===== src/core_if_pkg.sv =====
package core_if_pkg;

	// Plain data word, also carries the IOSR value
	typedef logic [31:0] word_t;

	// Byte address toward the data memory
	typedef logic [31:0] addr_t;

	// Page directory table base
	typedef logic [31:0] pdt_t;

	// Task id of the requesting thread
	typedef logic [13:0] tid_t;

	// Access size: 00 byte, 01 halfword, 10 word, 11 none
	typedef logic [1:0] order_t;

	// MMU mode of the access
	typedef logic [1:0] mmumod_t;

	// External interrupt number
	typedef logic [5:0] irq_num_t;

	// Memory request credits, holds up to MEM_CREDITS
	typedef logic [2:0] credit_t;

	// One data memory request, 115 bits
	typedef struct packed {
		order_t		order;
		logic		rw;		// 1 = read, 0 = write
		tid_t		tid;
		mmumod_t	mmumod;
		pdt_t		pdt;
		addr_t		addr;
		word_t		data;
	} data_req_t;

	// Request queue geometry
	localparam int REQ_QUEUE_DEPTH = 4;
	localparam int REQ_QUEUE_PTR_W = 2;

	// Credits granted by the memory side after reset
	localparam credit_t MEM_CREDITS = 3'd4;

	// Consecutive high samples needed before IOSR is trusted
	localparam int IOSR_STABLE_EDGES = 4;

	// IOSR qualifier states
	typedef enum logic [2:0] {
		IOSR_WAIT,
		IOSR_CAN1,
		IOSR_CAN2,
		IOSR_GET,
		IOSR_HELD
	} iosr_state_t;

	// Interrupt handshake states
	typedef enum logic [1:0] {
		IRQ_IDLE,
		IRQ_OFFER,
		IRQ_ACK
	} irq_state_t;

endpackage


===== src/iosr_capture.sv =====
module iosr_capture import core_if_pkg::*; (
	input	logic	iCORE_CLOCK,
	input	logic	inRESET,
	input	logic	sysinfo_iosr_valid,
	input	word_t	sysinfo_iosr,
	output	logic	iosr_valid,
	output	word_t	iosr
);

	iosr_state_t	state;
	word_t			iosr_word;

	// Qualifier walk, any low sample before the last step restarts it
	always_ff @(posedge iCORE_CLOCK or negedge inRESET) begin
		if (!inRESET) begin
			state <= IOSR_WAIT;
		end else begin
			case (state)
				IOSR_WAIT: begin
					// First high sample
					if (sysinfo_iosr_valid) begin
						state <= IOSR_CAN1;
					end
				end
				IOSR_CAN1: begin
					state <= sysinfo_iosr_valid ? IOSR_CAN2 : IOSR_WAIT;
				end
				IOSR_CAN2: begin
					state <= sysinfo_iosr_valid ? IOSR_GET : IOSR_WAIT;
				end
				IOSR_GET: begin
					// Fourth high sample, word is taken on this edge
					state <= sysinfo_iosr_valid ? IOSR_HELD : IOSR_WAIT;
				end
				IOSR_HELD: begin
					// Frozen until reset
					state <= IOSR_HELD;
				end
				default: begin
					state <= IOSR_WAIT;
				end
			endcase
		end
	end

	// Word register, loaded once on the qualifying edge
	always_ff @(posedge iCORE_CLOCK) begin
		if ((state == IOSR_GET) && sysinfo_iosr_valid) begin
			iosr_word <= sysinfo_iosr;
		end
	end

	assign iosr_valid = (state == IOSR_HELD);
	assign iosr = iosr_word;

	// Once published, the IOSR view never moves again
	a_iosr_frozen: assert property (
		@(posedge iCORE_CLOCK) disable iff (!inRESET)
		iosr_valid |=> iosr_valid && $stable(iosr)
	);

endmodule


===== src/credit_counter.sv =====
module credit_counter import core_if_pkg::*; (
	input	logic	iCORE_CLOCK,
	input	logic	inRESET,
	input	logic	spend,
	input	logic	give_back,
	output	logic	credit_avail
);

	credit_t	count;

	// Starts full, memory side grants all credits at reset
	always_ff @(posedge iCORE_CLOCK or negedge inRESET) begin
		if (!inRESET) begin
			count <= MEM_CREDITS;
		end else begin
			case ({spend, give_back})
				2'b10: begin
					// Issue only
					count <= count - 1'b1;
				end
				2'b01: begin
					// Return only
					count <= count + 1'b1;
				end
				default: begin
					// Idle, or issue and return cancel out
					count <= count;
				end
			endcase
		end
	end

	// Credit usable from the cycle after its return
	assign credit_avail = (count != '0);

	// Issue logic must never spend a credit it does not hold
	a_no_spend_at_zero: assert property (
		@(posedge iCORE_CLOCK) disable iff (!inRESET)
		spend |-> (count != '0)
	);

	// Memory side never returns more than it granted
	a_count_bounded: assert property (
		@(posedge iCORE_CLOCK) disable iff (!inRESET)
		count <= MEM_CREDITS
	);

endmodule


===== src/req_queue.sv =====
module req_queue import core_if_pkg::*; (
	input	logic		iCORE_CLOCK,
	input	logic		inRESET,
	input	logic		push,
	input	data_req_t	push_data,
	input	logic		pop,
	output	data_req_t	head,
	output	logic		full,
	output	logic		empty
);

	// Entry storage
	data_req_t						mem [REQ_QUEUE_DEPTH];

	// Circular pointers, wrap on their own at a power-of-two depth
	logic [REQ_QUEUE_PTR_W-1:0]		wr_ptr;
	logic [REQ_QUEUE_PTR_W-1:0]		rd_ptr;

	// One extra bit so a full queue is distinct from empty
	logic [REQ_QUEUE_PTR_W:0]		count;

	logic							wr_en;
	logic							rd_en;

	// Guarded strobes
	assign wr_en = push && !full;
	assign rd_en = pop && !empty;

	// Pointer and occupancy bookkeeping
	always_ff @(posedge iCORE_CLOCK or negedge inRESET) begin
		if (!inRESET) begin
			wr_ptr <= '0;
			rd_ptr <= '0;
			count  <= '0;
		end else begin
			if (wr_en) begin
				wr_ptr <= wr_ptr + 1'b1;
			end
			if (rd_en) begin
				rd_ptr <= rd_ptr + 1'b1;
			end
			case ({wr_en, rd_en})
				2'b10: count <= count + 1'b1;
				2'b01: count <= count - 1'b1;
				default: count <= count;
			endcase
		end
	end

	// Entry write
	always_ff @(posedge iCORE_CLOCK) begin
		if (wr_en) begin
			mem[wr_ptr] <= push_data;
		end
	end

	// Oldest entry shown straight from storage
	assign head = mem[rd_ptr];

	// Status flags
	assign full  = (count == (REQ_QUEUE_PTR_W + 1)'(REQ_QUEUE_DEPTH));
	assign empty = (count == '0);

	// Core must honour the lock, a push into a full queue is lost
	a_no_push_full: assert property (
		@(posedge iCORE_CLOCK) disable iff (!inRESET)
		push |-> !full
	);

	// Issue logic only pops real entries
	a_no_pop_empty: assert property (
		@(posedge iCORE_CLOCK) disable iff (!inRESET)
		pop |-> !empty
	);

endmodule


===== src/irq_handshake.sv =====
module irq_handshake import core_if_pkg::*; (
	input	logic		iCORE_CLOCK,
	input	logic		inRESET,
	input	logic		interrupt_valid,
	input	irq_num_t	interrupt_num,
	input	logic		core_irq_ack,
	output	logic		interrupt_ack,
	output	logic		core_irq_valid,
	output	irq_num_t	core_irq_num
);

	irq_state_t		state;
	irq_num_t		num;

	// One interrupt in flight at a time
	always_ff @(posedge iCORE_CLOCK or negedge inRESET) begin
		if (!inRESET) begin
			state <= IRQ_IDLE;
		end else begin
			case (state)
				IRQ_IDLE: begin
					// Source request taken
					if (interrupt_valid) begin
						state <= IRQ_OFFER;
					end
				end
				IRQ_OFFER: begin
					// Held toward the core until it answers
					if (core_irq_ack) begin
						state <= IRQ_ACK;
					end
				end
				IRQ_ACK: begin
					// Single acknowledge cycle to the source
					state <= IRQ_IDLE;
				end
				default: begin
					state <= IRQ_IDLE;
				end
			endcase
		end
	end

	// Number latch, only in idle so a held request is not resampled
	always_ff @(posedge iCORE_CLOCK) begin
		if ((state == IRQ_IDLE) && interrupt_valid) begin
			num <= interrupt_num;
		end
	end

	// Outputs decoded from state
	assign core_irq_valid = (state == IRQ_OFFER);
	assign interrupt_ack  = (state == IRQ_ACK);
	assign core_irq_num   = num;

	// Core only answers an interrupt that is on offer
	a_ack_while_offered: assert property (
		@(posedge iCORE_CLOCK) disable iff (!inRESET)
		core_irq_ack |-> core_irq_valid
	);

endmodule


===== src/core_if.sv =====
module core_if import core_if_pkg::*; (
	input	logic		iCORE_CLOCK,
	input	logic		inRESET,
	// Core data request
	input	logic		data_req_push,
	input	data_req_t	data_req,
	output	logic		data_req_lock,
	// Memory request channel
	output	logic		mem_req_valid,
	output	data_req_t	mem_req,
	input	logic		mem_credit_return,
	// System information
	input	logic		sysinfo_iosr_valid,
	input	word_t		sysinfo_iosr,
	output	logic		iosr_valid,
	output	word_t		iosr,
	// Interrupt source
	input	logic		interrupt_valid,
	input	irq_num_t	interrupt_num,
	output	logic		interrupt_ack,
	// Interrupt to the core
	output	logic		core_irq_valid,
	output	irq_num_t	core_irq_num,
	input	logic		core_irq_ack
);

	logic	queue_empty;
	logic	credit_avail;
	logic	issue;

	// IOSR qualify and hold
	iosr_capture u_iosr_capture (
		.iCORE_CLOCK		(iCORE_CLOCK),
		.inRESET			(inRESET),
		.sysinfo_iosr_valid	(sysinfo_iosr_valid),
		.sysinfo_iosr		(sysinfo_iosr),
		.iosr_valid			(iosr_valid),
		.iosr				(iosr)
	);

	// Issue whenever an entry waits and a credit is held
	assign issue = !queue_empty && credit_avail;

	// Core to memory request queue, full flag locks the core
	req_queue u_req_queue (
		.iCORE_CLOCK	(iCORE_CLOCK),
		.inRESET		(inRESET),
		.push			(data_req_push),
		.push_data		(data_req),
		.pop			(issue),
		.head			(mem_req),
		.full			(data_req_lock),
		.empty			(queue_empty)
	);

	// Memory side credits
	credit_counter u_credit_counter (
		.iCORE_CLOCK	(iCORE_CLOCK),
		.inRESET		(inRESET),
		.spend			(issue),
		.give_back		(mem_credit_return),
		.credit_avail	(credit_avail)
	);

	// Each valid cycle pops one entry, no ready
	assign mem_req_valid = issue;

	// Interrupt source to core and back
	irq_handshake u_irq_handshake (
		.iCORE_CLOCK		(iCORE_CLOCK),
		.inRESET			(inRESET),
		.interrupt_valid	(interrupt_valid),
		.interrupt_num		(interrupt_num),
		.core_irq_ack		(core_irq_ack),
		.interrupt_ack		(interrupt_ack),
		.core_irq_valid		(core_irq_valid),
		.core_irq_num		(core_irq_num)
	);

endmodule


===== config.mk =====
export PLATFORM = sky130hd
export DESIGN_NAME = core_if
export DESIGN_NICKNAME = d
export VERILOG_FILES = /design/src/core_if_pkg.sv /design/src/iosr_capture.sv /design/src/credit_counter.sv /design/src/req_queue.sv /design/src/irq_handshake.sv /design/src/core_if.sv
export SDC_FILE = /design/constraint.sdc
export NUM_CORES = 1
export LEC_CHECK = 0
export BUFFER_PORTS_ARGS = -buffer_cell sky130_fd_sc_hd__buf_4
export CORE_MARGIN = 1
export CORE_UTILIZATION = 56
export DETAILED_ROUTE_END_ITERATION = 16
export PLACE_DENSITY = 0.81
export SLEW_MARGIN = 20
export SYNTH_ARGS = -nofsm -noshare
export SYNTH_HDL_FRONTEND = slang
export SYNTH_SLANG_ARGS = --single-unit

===== constraint.sdc =====
create_clock -name iCORE_CLOCK -period 5.5 [get_ports iCORE_CLOCK]
set_input_delay 1.1 -clock iCORE_CLOCK [delete_from_list [all_inputs] [get_ports iCORE_CLOCK]]
set_output_delay 1.1 -clock iCORE_CLOCK [all_outputs]
set_load 0.01 [all_outputs]

==> results of run 1 <==
==> layer usage <==
metal,global-route usage,part of all wire,vias up
li1,-,-,3715
met1,0.262,0.38,4307
met4,0.0567,0.021,0
met2,0.363,0.51,368
met5,0,0,-
met3,0.0701,0.093,61
==> stage by stage <==
step	total power [uW]	area (um2)	worst slack, ps
floorplan	7590	18500	893
global placement	9070	21400	2210
detailed placement	9160	21400	2200
CTS	12400	23000	1610
global route	12800	23000	1560
finish	12300	23000	1670
==> critical path: stages (launching register included) <==
cell and delay [ps]:
dfrtp_4 1070, buf_4 510, mux4_2 380, buf_4 170
==> power by group through the flow <==
stage	logic (uW)	clock network, uW	registers (uW)
2_1_floorplan	2190	0	5400
3_5_place_dp	3660	0	5500
6_report	3580	3250	5430
3_3_place_gp	3610	0	5460
4_1_cts	3680	3310	5440
5_1_grt	3840	3460	5480
==> cells in the final DEF (no fill, tap or decap), drive strengths merged <==
| cell type | count |
|---|---|
| nor2b | 3 |
| nand2 | 1 |
| a21o | 1 |
| o31a | 1 |
| o311a | 1 |
| nor2 | 5 |
| xnor2 | 5 |
| xor2 | 5 |
| ha | 6 |
| dfstp | 1 |
| edfxtp | 498 |
| inv | 8 |
| clkinv | 21 |
| clkbuf | 62 |
| clkinvlp | 3 |
| dfrtp | 14 |
| nor3b | 3 |
| bufinv | 4 |
| or2 | 1 |
| or3 | 1 |
| fa | 2 |
| nand2b | 1 |
| mux2 | 3 |
| buf | 328 |
| diode | 2 |
| mux4 | 115 |
| and2 | 5 |
==> how the worst max path moves through the flow <==
stage / cells after the start / to / slack (ps)
finish: 3 / mem_req[88] / 1670
global route: 3 / mem_req[73] / 1560
CTS: 3 / mem_req[39] / 1610
detailed placement: 4 / u_req_queue.mem[0][109] / 2200
global placement: 3 / mem_req[106] / 2210
floorplan: 2 / u_req_queue.mem[0][0] / 890
==> logic make-up (layout without fill, tap and decap cells) <==
logic type	count (synthesis)	after routing	share of synthesized area
adders and majority gates	8	8	0.00623
and+or+nand+nor	20	20	0.00616
DFF	513	513	0.830
other	0	2	0
xor gates and xnor gates	10	10	0.00474
buffers and inverters	32	426	0.00968
muxes	118	118	0.142
AOI/OAI and AO/OA	3	3	0.00142
==> area by class of cell <==
cell class                 instances  area (um2)
multi-input combinational        159        2980
timing repair buffer             328        2510
fill                            1937        9540
tap                              442         553
clock buffer                      62        1320
inverter                           6        22.5
sequential                       513       15300
antenna                            2        5.00
clock inverter                    30         265
==> state kept, by name, indices dropped and copies added, names as in the netlist, 3 cells and up <==
register and count:
u_req_queue.mem 460, u_iosr_capture.state 3, u_irq_handshake.core_irq_num 6, u_credit_counter.count 3, u_req_queue.count 3, u_iosr_capture.iosr 32
==> summary.txt, run 1 <==
Placement
  – Placed Instances: 1,448
  – Routability cong.: 0.801
  – Port bufs: 317
  – Post-detail-place hpwl: 21,700 um

STA
  – Worst slew margin: 0.345
  – Final period demand of the worst path: 3830 ps
  – Period utilization: 0.696
  – Final setup vio count: 0
  – Fin Clk Skew: 29.5 ps
  – Final hold vios: 0
  – Slew Limit Fails: 0
  – F_max: 261 MHz
  – RSZ-0062 raised after global routing: false
  – Hold_ws: 386 ps
  – Post-Route Setup TNS: 0 ps
  – Worst-Margin Slew: 982 ps

Floorplan
  – Cell Rows: 66
  – Top Ports: 318
  – Core Region: 32,500 um2
  – Die width: 184 um
  – Starting density of the core: 0.568
  – Die area: 33,700 um2
  – DIE HEIGHT: 184 um

Synthesis
  – Syn Inst Count: 704
  – Post-synth EDFFs: 498
  – Area leader, netlist: edfxtp_1
  – Top-count cell post-synth: edfxtp_1
  – Post-synth top flop: edfxtp_1
  – Synth cell types: 25
  – Ys Warns: 0
  – Avg Inst Size Synth: 26.2 um2
  – Syn_nets: 872
  – Yosys reg bits: 513
  – Post-synthesis sequential area ratio: 0.830
  – Async S/R FF share, synth: 0.0292
  – Share of the synthesized area in the top cell type: 0.809
  – Top post-synthesis cells by area: edfxtp_1, mux4_2, dfrtp_1
  – Post-synth top cells: edfxtp_1, mux4_2, buf_2, dfrtp_1
  – Post-Syn Area: 18,500 um2

Global route
  – Vias in the first global route: 9,120
  – Initial antenna violation count: 2
  – Grt ovf: 0
  – Overall Global Routing Usage: 0.213
  – First-pass GRT wire length: 52,500 um
  – Largest net degree at the start of global routing: 96

Run
  – Maximum Capacitance Violations: 0

Routing
  – Routed vias/inst: 5.48
  – Routed vias: 8,451
  – Detailed-route DRC error count: 0
  – Wire per inst: 23.1 um
  – ANT nets after route: 0
  – DRT iter0 DRCs: 455
  – Drt pass-1 iters: 5
  – Total Wirelength: 35,600 um

Final layout
  – Area Growth Syn to Fin: 24.4%
  – Fin cells: 1,542
  – Core Util, Final: 0.707
  – Final nets: 1,226
  – Share of layout cells above drive strength 1: 0.481

Clock tree
  – Root Buffer Master: clkbuf_16
  – CTS tree: done
  – Clock Path Buffers: 3
  – Total CTS buffers: 50
  – PostCTS Resize Cnt: 0
  – Postcts setup bufs: 0
  – Clock sinks: 513
  – # hold bufs at CTS: 0
  – Clock Latency Late Sink: 560 ps
  – Clk slew on worst S/H paths: 60 ps
  – Htree depth: 2

Worst hold path
  – Hold Crit Class: input pin to async pin

Power and ir drop
  – Static leakage: 0.00804 uW
  – Pint: 8850 uW
  – Seq pwr share: 0.443
  – Max VDD drop: 390 uV
  – Logic gate share of total power: 0.292
  – Clk pwr share: 0.265
  – Switching pwr: 3410 uW
  – Sw frac: 0.278
  – PD cells: 533 nW/um2

Worst setup path
  – Crit path DAT: 2730 ps
  – Req. time, crit path: 4400 ps
  – Crit Reg-Reg Endpoint: u_req_queue.mem[3][97]
  – FF-to-FF Start: u_req_queue.count[2]
  – Cells on worst reg2reg path: 4
  – R2R Setup Slk: 2860 ps
  – Critical path launch point: u_req_queue.rd_ptr[1]
  – Crit end category: output pin
  – CP max FO: 62
  – Critical Path Source Type: register
  – Setup Crit Path Kind: register to output pin

Outcome
  – Status: finished, final reports clean
(Power assumes the default switching activity.)
==> inputs of run 2 (changes only) <==
Clock period 5.5 ns to 3.98 ns, I/O delays scaled along.
==> summary.txt, run 2 (synthesized netlist as in run 1, its figures left out) <==
Outcome
  – Status: finished, final reports clean (unchanged)

Worst setup path
  – R2R Setup Slk: 1460 ps (was 2860 ps)
  – Slowest cell on crit path: dfrtp_4 (unchanged)
  – Crit-path cells: buf_4 > mux4_2 > buf_4 (unchanged)
  – Cells on worst reg2reg path: 4 (unchanged)
  – Buf/Inv on CP: 2 (unchanged)
  – Crit end category: output pin (unchanged)
  – Crit Reg-Reg Endpoint: u_req_queue.mem[3][21] (was u_req_queue.mem[3][97])
  – Critical Path Source Type: register (unchanged)
  – Req. time, crit path: 3180 ps (was 4400 ps)
  – Setup Crit Path Kind: register to output pin (unchanged)
  – Crit path DAT: 2580 ps (was 2730 ps)
  – CP max stage delay: 910 ps (was 1070 ps)
  – FF-to-FF Start: u_req_queue.count[2] (unchanged)
  – Most Frequent Cell on Critical Path: buf_4 (unchanged)
  – Crit path max-delay family: flip-flops (unchanged)
  – CP max FO: 34 (was 62)

Routing
  – DRT iter0 DRCs: 572 (was 455)
  – Total Wirelength: 36,500 um (was 35,600 um)
  – Detailed-route DRC error count: 0 (unchanged)
  – Wire per inst: 23.5 um (was 23.1 um)
  – Routed vias/inst: 5.56 (was 5.48)
  – ANT nets after route: 0 (unchanged)
  – Drt pass-1 iters: 7 (was 5)
  – Routed vias: 8,619 (was 8,451)

Global route
  – Met1 Track Usage GR: 0.280 (was 0.262)
  – Overall Global Routing Usage: 0.218 (was 0.213)
  – Grt ovf: 0 (unchanged)
  – Vias in the first global route: 9,059 (was 9,120)
  – First-pass GRT wire length: 53,400 um (was 52,500 um)
  – Met3 GRT Util: 0.0677 (was 0.0701)
  – GRT met2 Usage: 0.355 (was 0.363)
  – Initial antenna violation count: 4 (was 2)
  – Most Crowded Layer GR: met2 (unchanged)
  – Largest net degree at the start of global routing: 58 (was 96)

Final layout
  – Core Util, Final: 0.708 (was 0.707)
  – Most common cell after layout, fill and taps aside: edfxtp_1 (unchanged)
  – Fin cells: 1,551 (was 1,542)
  – Most frequent cells in the layout: edfxtp_1, buf_4, mux4_2, clkbuf_16, clkbuf_1 (was edfxtp_1, buf_4, mux4_2, clkbuf_16, dfrtp_1)
  – Final Cell Area: 23,100 um2 (was 23,000 um2)
  – Multi-input gate area: 2980 um2 (unchanged)
  – Share of layout cells above drive strength 1: 0.476 (was 0.481)
  – Area Growth Syn to Fin: 24.8% (was 24.4%)
  – Reg area: 15,300 um2 (unchanged)
  – Layout fillers: 1,949 (was 1,937)
  – Final nets: 1,235 (was 1,226)
  – Reg with most FFs: u_req_queue.mem (unchanged)
  – Max reg flops: 460 (unchanged)

Floorplan
  – Cell Rows: 66 (unchanged)
  – Starting density of the core: 0.568 (unchanged)
  – DIE HEIGHT: 184 um (unchanged)
  – Die area: 33,700 um2 (unchanged)
  – Core Region: 32,500 um2 (unchanged)
  – Die width: 184 um (unchanged)
  – Top Ports: 318 (unchanged)

Clock tree
  – Postcts setup bufs: 0 (unchanged)
  – PostCTS Resize Cnt: 0 (unchanged)
  – # hold bufs at CTS: 0 (unchanged)
  – Clock Latency Late Sink: 560 ps (about the same)
  – Clk slew on worst S/H paths: 60 ps (about the same)
  – Total CTS buffers: 49 (was 50)
  – Root Buffer Master: clkbuf_16 (unchanged)
  – Clock sinks: 513 (unchanged)
  – Clock Path Buffers: 3 (unchanged)
  – Htree depth: 2 (unchanged)
  – CTS tree: done (unchanged)

STA
  – Final period demand of the worst path: 3370 ps
  – Post-Route Setup TNS: 0 ps (unchanged)
  – Final setup vio count: 0 (unchanged)
  – Period utilization: 0.848
  – Worst slew margin: 0.376 (was 0.345)
  – Worst-Margin Slew: 934 ps (was 982 ps)
  – Final WS setup: 607 ps (was 1670 ps)
  – Fin Clk Skew: 31.1 ps (was 29.5 ps)
  – RSZ-0062 raised after global routing: false (unchanged)
  – Slew Limit Fails: 0 (unchanged)
  – Final hold vios: 0 (unchanged)
  – F_max: 296 MHz

Power and ir drop
  – PD cells: 733 nW/um2 (was 533 nW/um2)
  – Max VDD drop: 579 uV (was 390 uV)
  – Static leakage: 0.00805 uW (was 0.00804 uW)

Placement
  – Placed Instances: 1,458 (was 1,448)
  – Dpl ws: 1120 ps (was 2200 ps)
  – Port bufs: 317 (unchanged)
  – Dpl cell area: 21,600 um2 (was 21,400 um2)
  – Routability cong.: 0.775 (was 0.801)
  – Post-detail-place hpwl: 22,700 um (was 21,700 um)

Run
  – Maximum Capacitance Violations: 0 (unchanged)

Worst hold path
  – Hold Crit Class: input pin to async pin (unchanged)
-- run 2: cell types whose count changed in the layout (fill, tap and decap cells not counted), sizes merged --
| cell | previous run | this run |
|---|---|---|
| clkbuf | 62 | 67 |
| bufinv | 4 | 1 |
| clkinv | 21 | 19 |
| inv | 8 | 7 |
| buf | 328 | 338 |
| diode | 2 | 3 |
| clkinvlp | 3 | 2 |
-- run 2: worst max path at each step --
stage,start,to,slack [ps],cells after the start
floorplan,data_req_push,u_req_queue.mem[0][0],940,2
global placement,u_req_queue.rd_ptr[0],mem_req[90],1140,3
detailed placement,u_req_queue.rd_ptr[0],mem_req[90],1120,3
CTS,u_req_queue.rd_ptr[0],mem_req[90],510,3
global route,u_req_queue.rd_ptr[0],mem_req[90],450,3
finish,u_req_queue.rd_ptr[0],mem_req[90],610,3
-- run 2: per-stage QoR --
| step | total power, uW | hold slack, ps |
|---|---|---|
| 2_1_floorplan | 10400 | 465 |
| 3_3_place_gp | 12700 | 489 |
| 3_5_place_dp | 12800 | 504 |
| 4_1_cts | 17100 | 68.7 |
| 5_1_grt | 17600 | 83.2 |
| 6_report | 16900 | 84.9 |
-- run 2: metal layers --
metal  vias to the layer above  wire length [um]  share of wire
met5                         -                12        0.00033
met4                         2               905          0.025
met3                        64              3400          0.093
met2                       374             18100           0.50
met1                      4445             14000           0.38
li1                       3734                 -              -
-- run 2: area by class of cell --
type / count / area share
antenna: 3 / 0.000326
clock buffer: 67 / 0.0570
clock inverter: 23 / 0.00641
inverter: 6 / 0.000977
multi-input combinational: 159 / 0.129
sequential: 513 / 0.665
tap: 442 / 0.0240
timing repair buffer: 338 / 0.117
-- run 2: power by group --
part	internal, uW	switching, uW	total (uW)
logic	2650	2480	5130
registers	7080	442	7520
clock network	2380	1860	4240
total	12100	4790	16900
==> inputs of run 3 (changes only) <==
Settings changed: CORE_UTILIZATION 56 to 50, PLACE_DENSITY 0.81 to 0.76.
Clock period 3.98 ns to 2.9 ns, I/O delays scaled along.
==> summary.txt, run 3 (synthesized netlist as in run 1, its figures left out) <==
Placement
  – Placed Instances: 1,493 (was 1,458)
  – Port bufs: 317 (unchanged)
  – Dpl ws: 549 ps (was 1120 ps)
  – Post-detail-place hpwl: 22,500 um (was 22,700 um)
  – Routability cong.: 0.762 (was 0.775)

Global route
  – First-pass GRT wire length: 54,200 um (was 53,400 um)
  – Largest net degree at the start of global routing: 75 (was 58)
  – Initial antenna violation count: 1 (was 4)
  – Grt ovf: 0 (unchanged)
  – Vias in the first global route: 9,372 (was 9,059)
  – Overall Global Routing Usage: 0.193 (was 0.218)

Floorplan
  – Core Region: 36,500 um2 (was 32,500 um2)
  – Starting density of the core: 0.506 (was 0.568)
  – Die area: 37,700 um2 (was 33,700 um2)
  – DIE HEIGHT: 194 um (was 184 um)
  – Die width: 194 um (was 184 um)
  – Top Ports: 318 (unchanged)
  – Cell Rows: 70 (was 66)

STA
  – Final WS setup: 209 ps (was 607 ps)
  – Period utilization: 0.928
  – Final hold vios: 0 (unchanged)
  – Worst-Margin Slew: 623 ps (was 934 ps)
  – F_max: 372 MHz
  – Slew Limit Fails: 0 (unchanged)
  – Fin Clk Skew: 23.9 ps (was 31.1 ps)
  – Worst slew margin: 0.584 (was 0.376)
  – Final setup vio count: 0 (unchanged)
  – RSZ-0062 raised after global routing: false (unchanged)
  – Final period demand of the worst path: 2690 ps
  – Post-Route Setup TNS: 0 ps (unchanged)

Clock tree
  – Root Buffer Master: clkbuf_16 (unchanged)
  – CTS tree: done (unchanged)
  – PostCTS Resize Cnt: 0 (unchanged)
  – Clock sinks: 513 (unchanged)
  – Htree depth: 2 (unchanged)
  – Total CTS buffers: 50 (was 49)
  – Clock Path Buffers: 3 (unchanged)
  – Clk slew on worst S/H paths: 60 ps (about the same)
  – Clock Latency Late Sink: 580 ps (was 560 ps)

Power and ir drop
  – Seq pwr share: 0.416 (was 0.445)
  – Static leakage: 0.00831 uW (was 0.00805 uW)
  – Logic gate share of total power: 0.304 (about the same)
  – Clk pwr share: 0.281 (was 0.251)
  – Switching pwr: 6640 uW (was 4790 uW)
  – Sw frac: 0.272 (was 0.283)
  – PD cells: 1030 nW/um2 (was 733 nW/um2)
  – Pint: 17,800 uW (was 12,100 uW)
  – Max VDD drop: 621 uV (was 579 uV)

Worst setup path
  – Crit path max-delay family: flip-flops (unchanged)
  – Most Frequent Cell on Critical Path: buf_4 (unchanged)
  – CP max FO: 22 (was 34)
  – CP max stage delay: 710 ps (was 910 ps)
  – Buf/Inv on CP: 2 (unchanged)
  – Crit path DAT: 2110 ps (was 2580 ps)
  – Cells on worst reg2reg path: 9 (was 4)
  – Crit end category: output pin (unchanged)
  – Crit-path cells: buf_4 > mux4_2 > buf_4 (unchanged)
  – Slowest cell on crit path: dfrtp_4 (unchanged)
  – Critical Path Source Type: register (unchanged)
  – Setup Crit Path Kind: register to output pin (unchanged)
  – Critical path depth in cells: 3 (unchanged)
  – Req. time, crit path: 2320 ps (was 3180 ps)

Final layout
  – Max reg flops: 460 (unchanged)
  – Most common cell after layout, fill and taps aside: edfxtp_1 (unchanged)
  – Share of layout cells above drive strength 1: 0.499 (was 0.476)
  – Most frequent cells in the layout: edfxtp_1, buf_4, mux4_2, clkbuf_16, buf_12 (was edfxtp_1, buf_4, mux4_2, clkbuf_16, clkbuf_1)
  – Final nets: 1,250 (was 1,235)
  – Fin cells: 1,592 (was 1,551)
  – Reg with most FFs: u_req_queue.mem (unchanged)
  – Area Growth Syn to Fin: 27.6% (was 24.8%)

Run
  – Maximum Capacitance Violations: 0 (unchanged)

Routing
  – ANT nets after route: 0 (unchanged)
  – Routed vias/inst: 5.40 (was 5.56)
  – Wire per inst: 22.3 um (was 23.5 um)
  – Detailed-route DRC error count: 0 (unchanged)
  – Routed vias: 8,591 (was 8,619)
  – DRT iter0 DRCs: 426 (was 572)
  – Drt pass-1 iters: 5 (was 7)
  – Total Wirelength: 35,500 um (was 36,500 um)

Worst hold path
  – Hold Path Cell Cnt: 1
  – Hold Crit Class: input pin to register (was input pin to async pin)

Outcome
  – Status: finished, final reports clean (unchanged)
==> run 3: changes by cell type in the layout (fill, tap and decap cells not counted), sizes merged <==
cell         change
inv              +3
buf             +13
dlygate4sd3      +1
clkinvlp         +1
diode            -2
bufinv           +9
clkbuf          -10
==> run 3: power by group through the flow <==
| stage | sequential (uW) | combinational (uW) | clock [uW] |
|---|---|---|---|
| final | 10100 | 7410 | 6850 |
| after global routing | 10300 | 7890 | 7260 |
| after CTS | 10200 | 7590 | 7000 |
| after detailed placement | 10400 | 7410 | 0 |
| after global placement | 10300 | 7330 | 0 |
| after floorplan | 10200 | 4150 | 0 |
==> run 3: worst paths after layout <==
check	from	to	slack (ps)
max	u_req_queue.rd_ptr[1]	mem_req[31]	210
max reg2reg	u_credit_counter.count[1]	u_credit_counter.count[2]	640
min reg2reg	u_req_queue.count[2]	u_req_queue.count[2]	520
max in group asynchronous	inRESET	u_credit_counter.count[2]	2200
min	interrupt_num[2]	u_irq_handshake.core_irq_num[2]	170
min in group asynchronous	inRESET	u_irq_handshake.state[1]	430
==> run 3: per-stage QoR <==
| stage | total power, uW | cell area [um2] | hold slack [ps] | utilization |
|---|---|---|---|---|
| after floorplan | 14300 | 18500 | 284 | - |
| after global placement | 17600 | 21800 | 465 | 0.596 |
| after detailed placement | 17800 | 21800 | 468 | 0.596 |
| after CTS | 24800 | 23600 | 144 | 0.646 |
| after global routing | 25400 | 23600 | 145 | 0.646 |
| final | 24400 | 23600 | 174 | 0.646 |
==> run 3: metal layers <==
layer / share of wire / track usage / up-vias
met5: 0 / 0 / -
met4: 0.021 / 0.0685 / 0
met3: 0.080 / 0.0537 / 53
met2: 0.51 / 0.324 / 349
met1: 0.39 / 0.244 / 4426
li1: - / - / 3763
==> run 3: what timing repair did <==
item                                    CTS  global route
buffers inserted                          4             0
endpoints found under the setup margin    3             0
endpoints found under the hold margin    14             0
hold buffers                              1             0
==> run 3: cell type report <==
type                       count  area (um2)
tap                          468         586
antenna                        1        2.50
fill                        2356       12900
timing repair buffer         352        2880
multi-input combinational    159        2980
sequential                   513       15300
inverter                       6        22.5
clock buffer                  57        1320
clock inverter                36         452
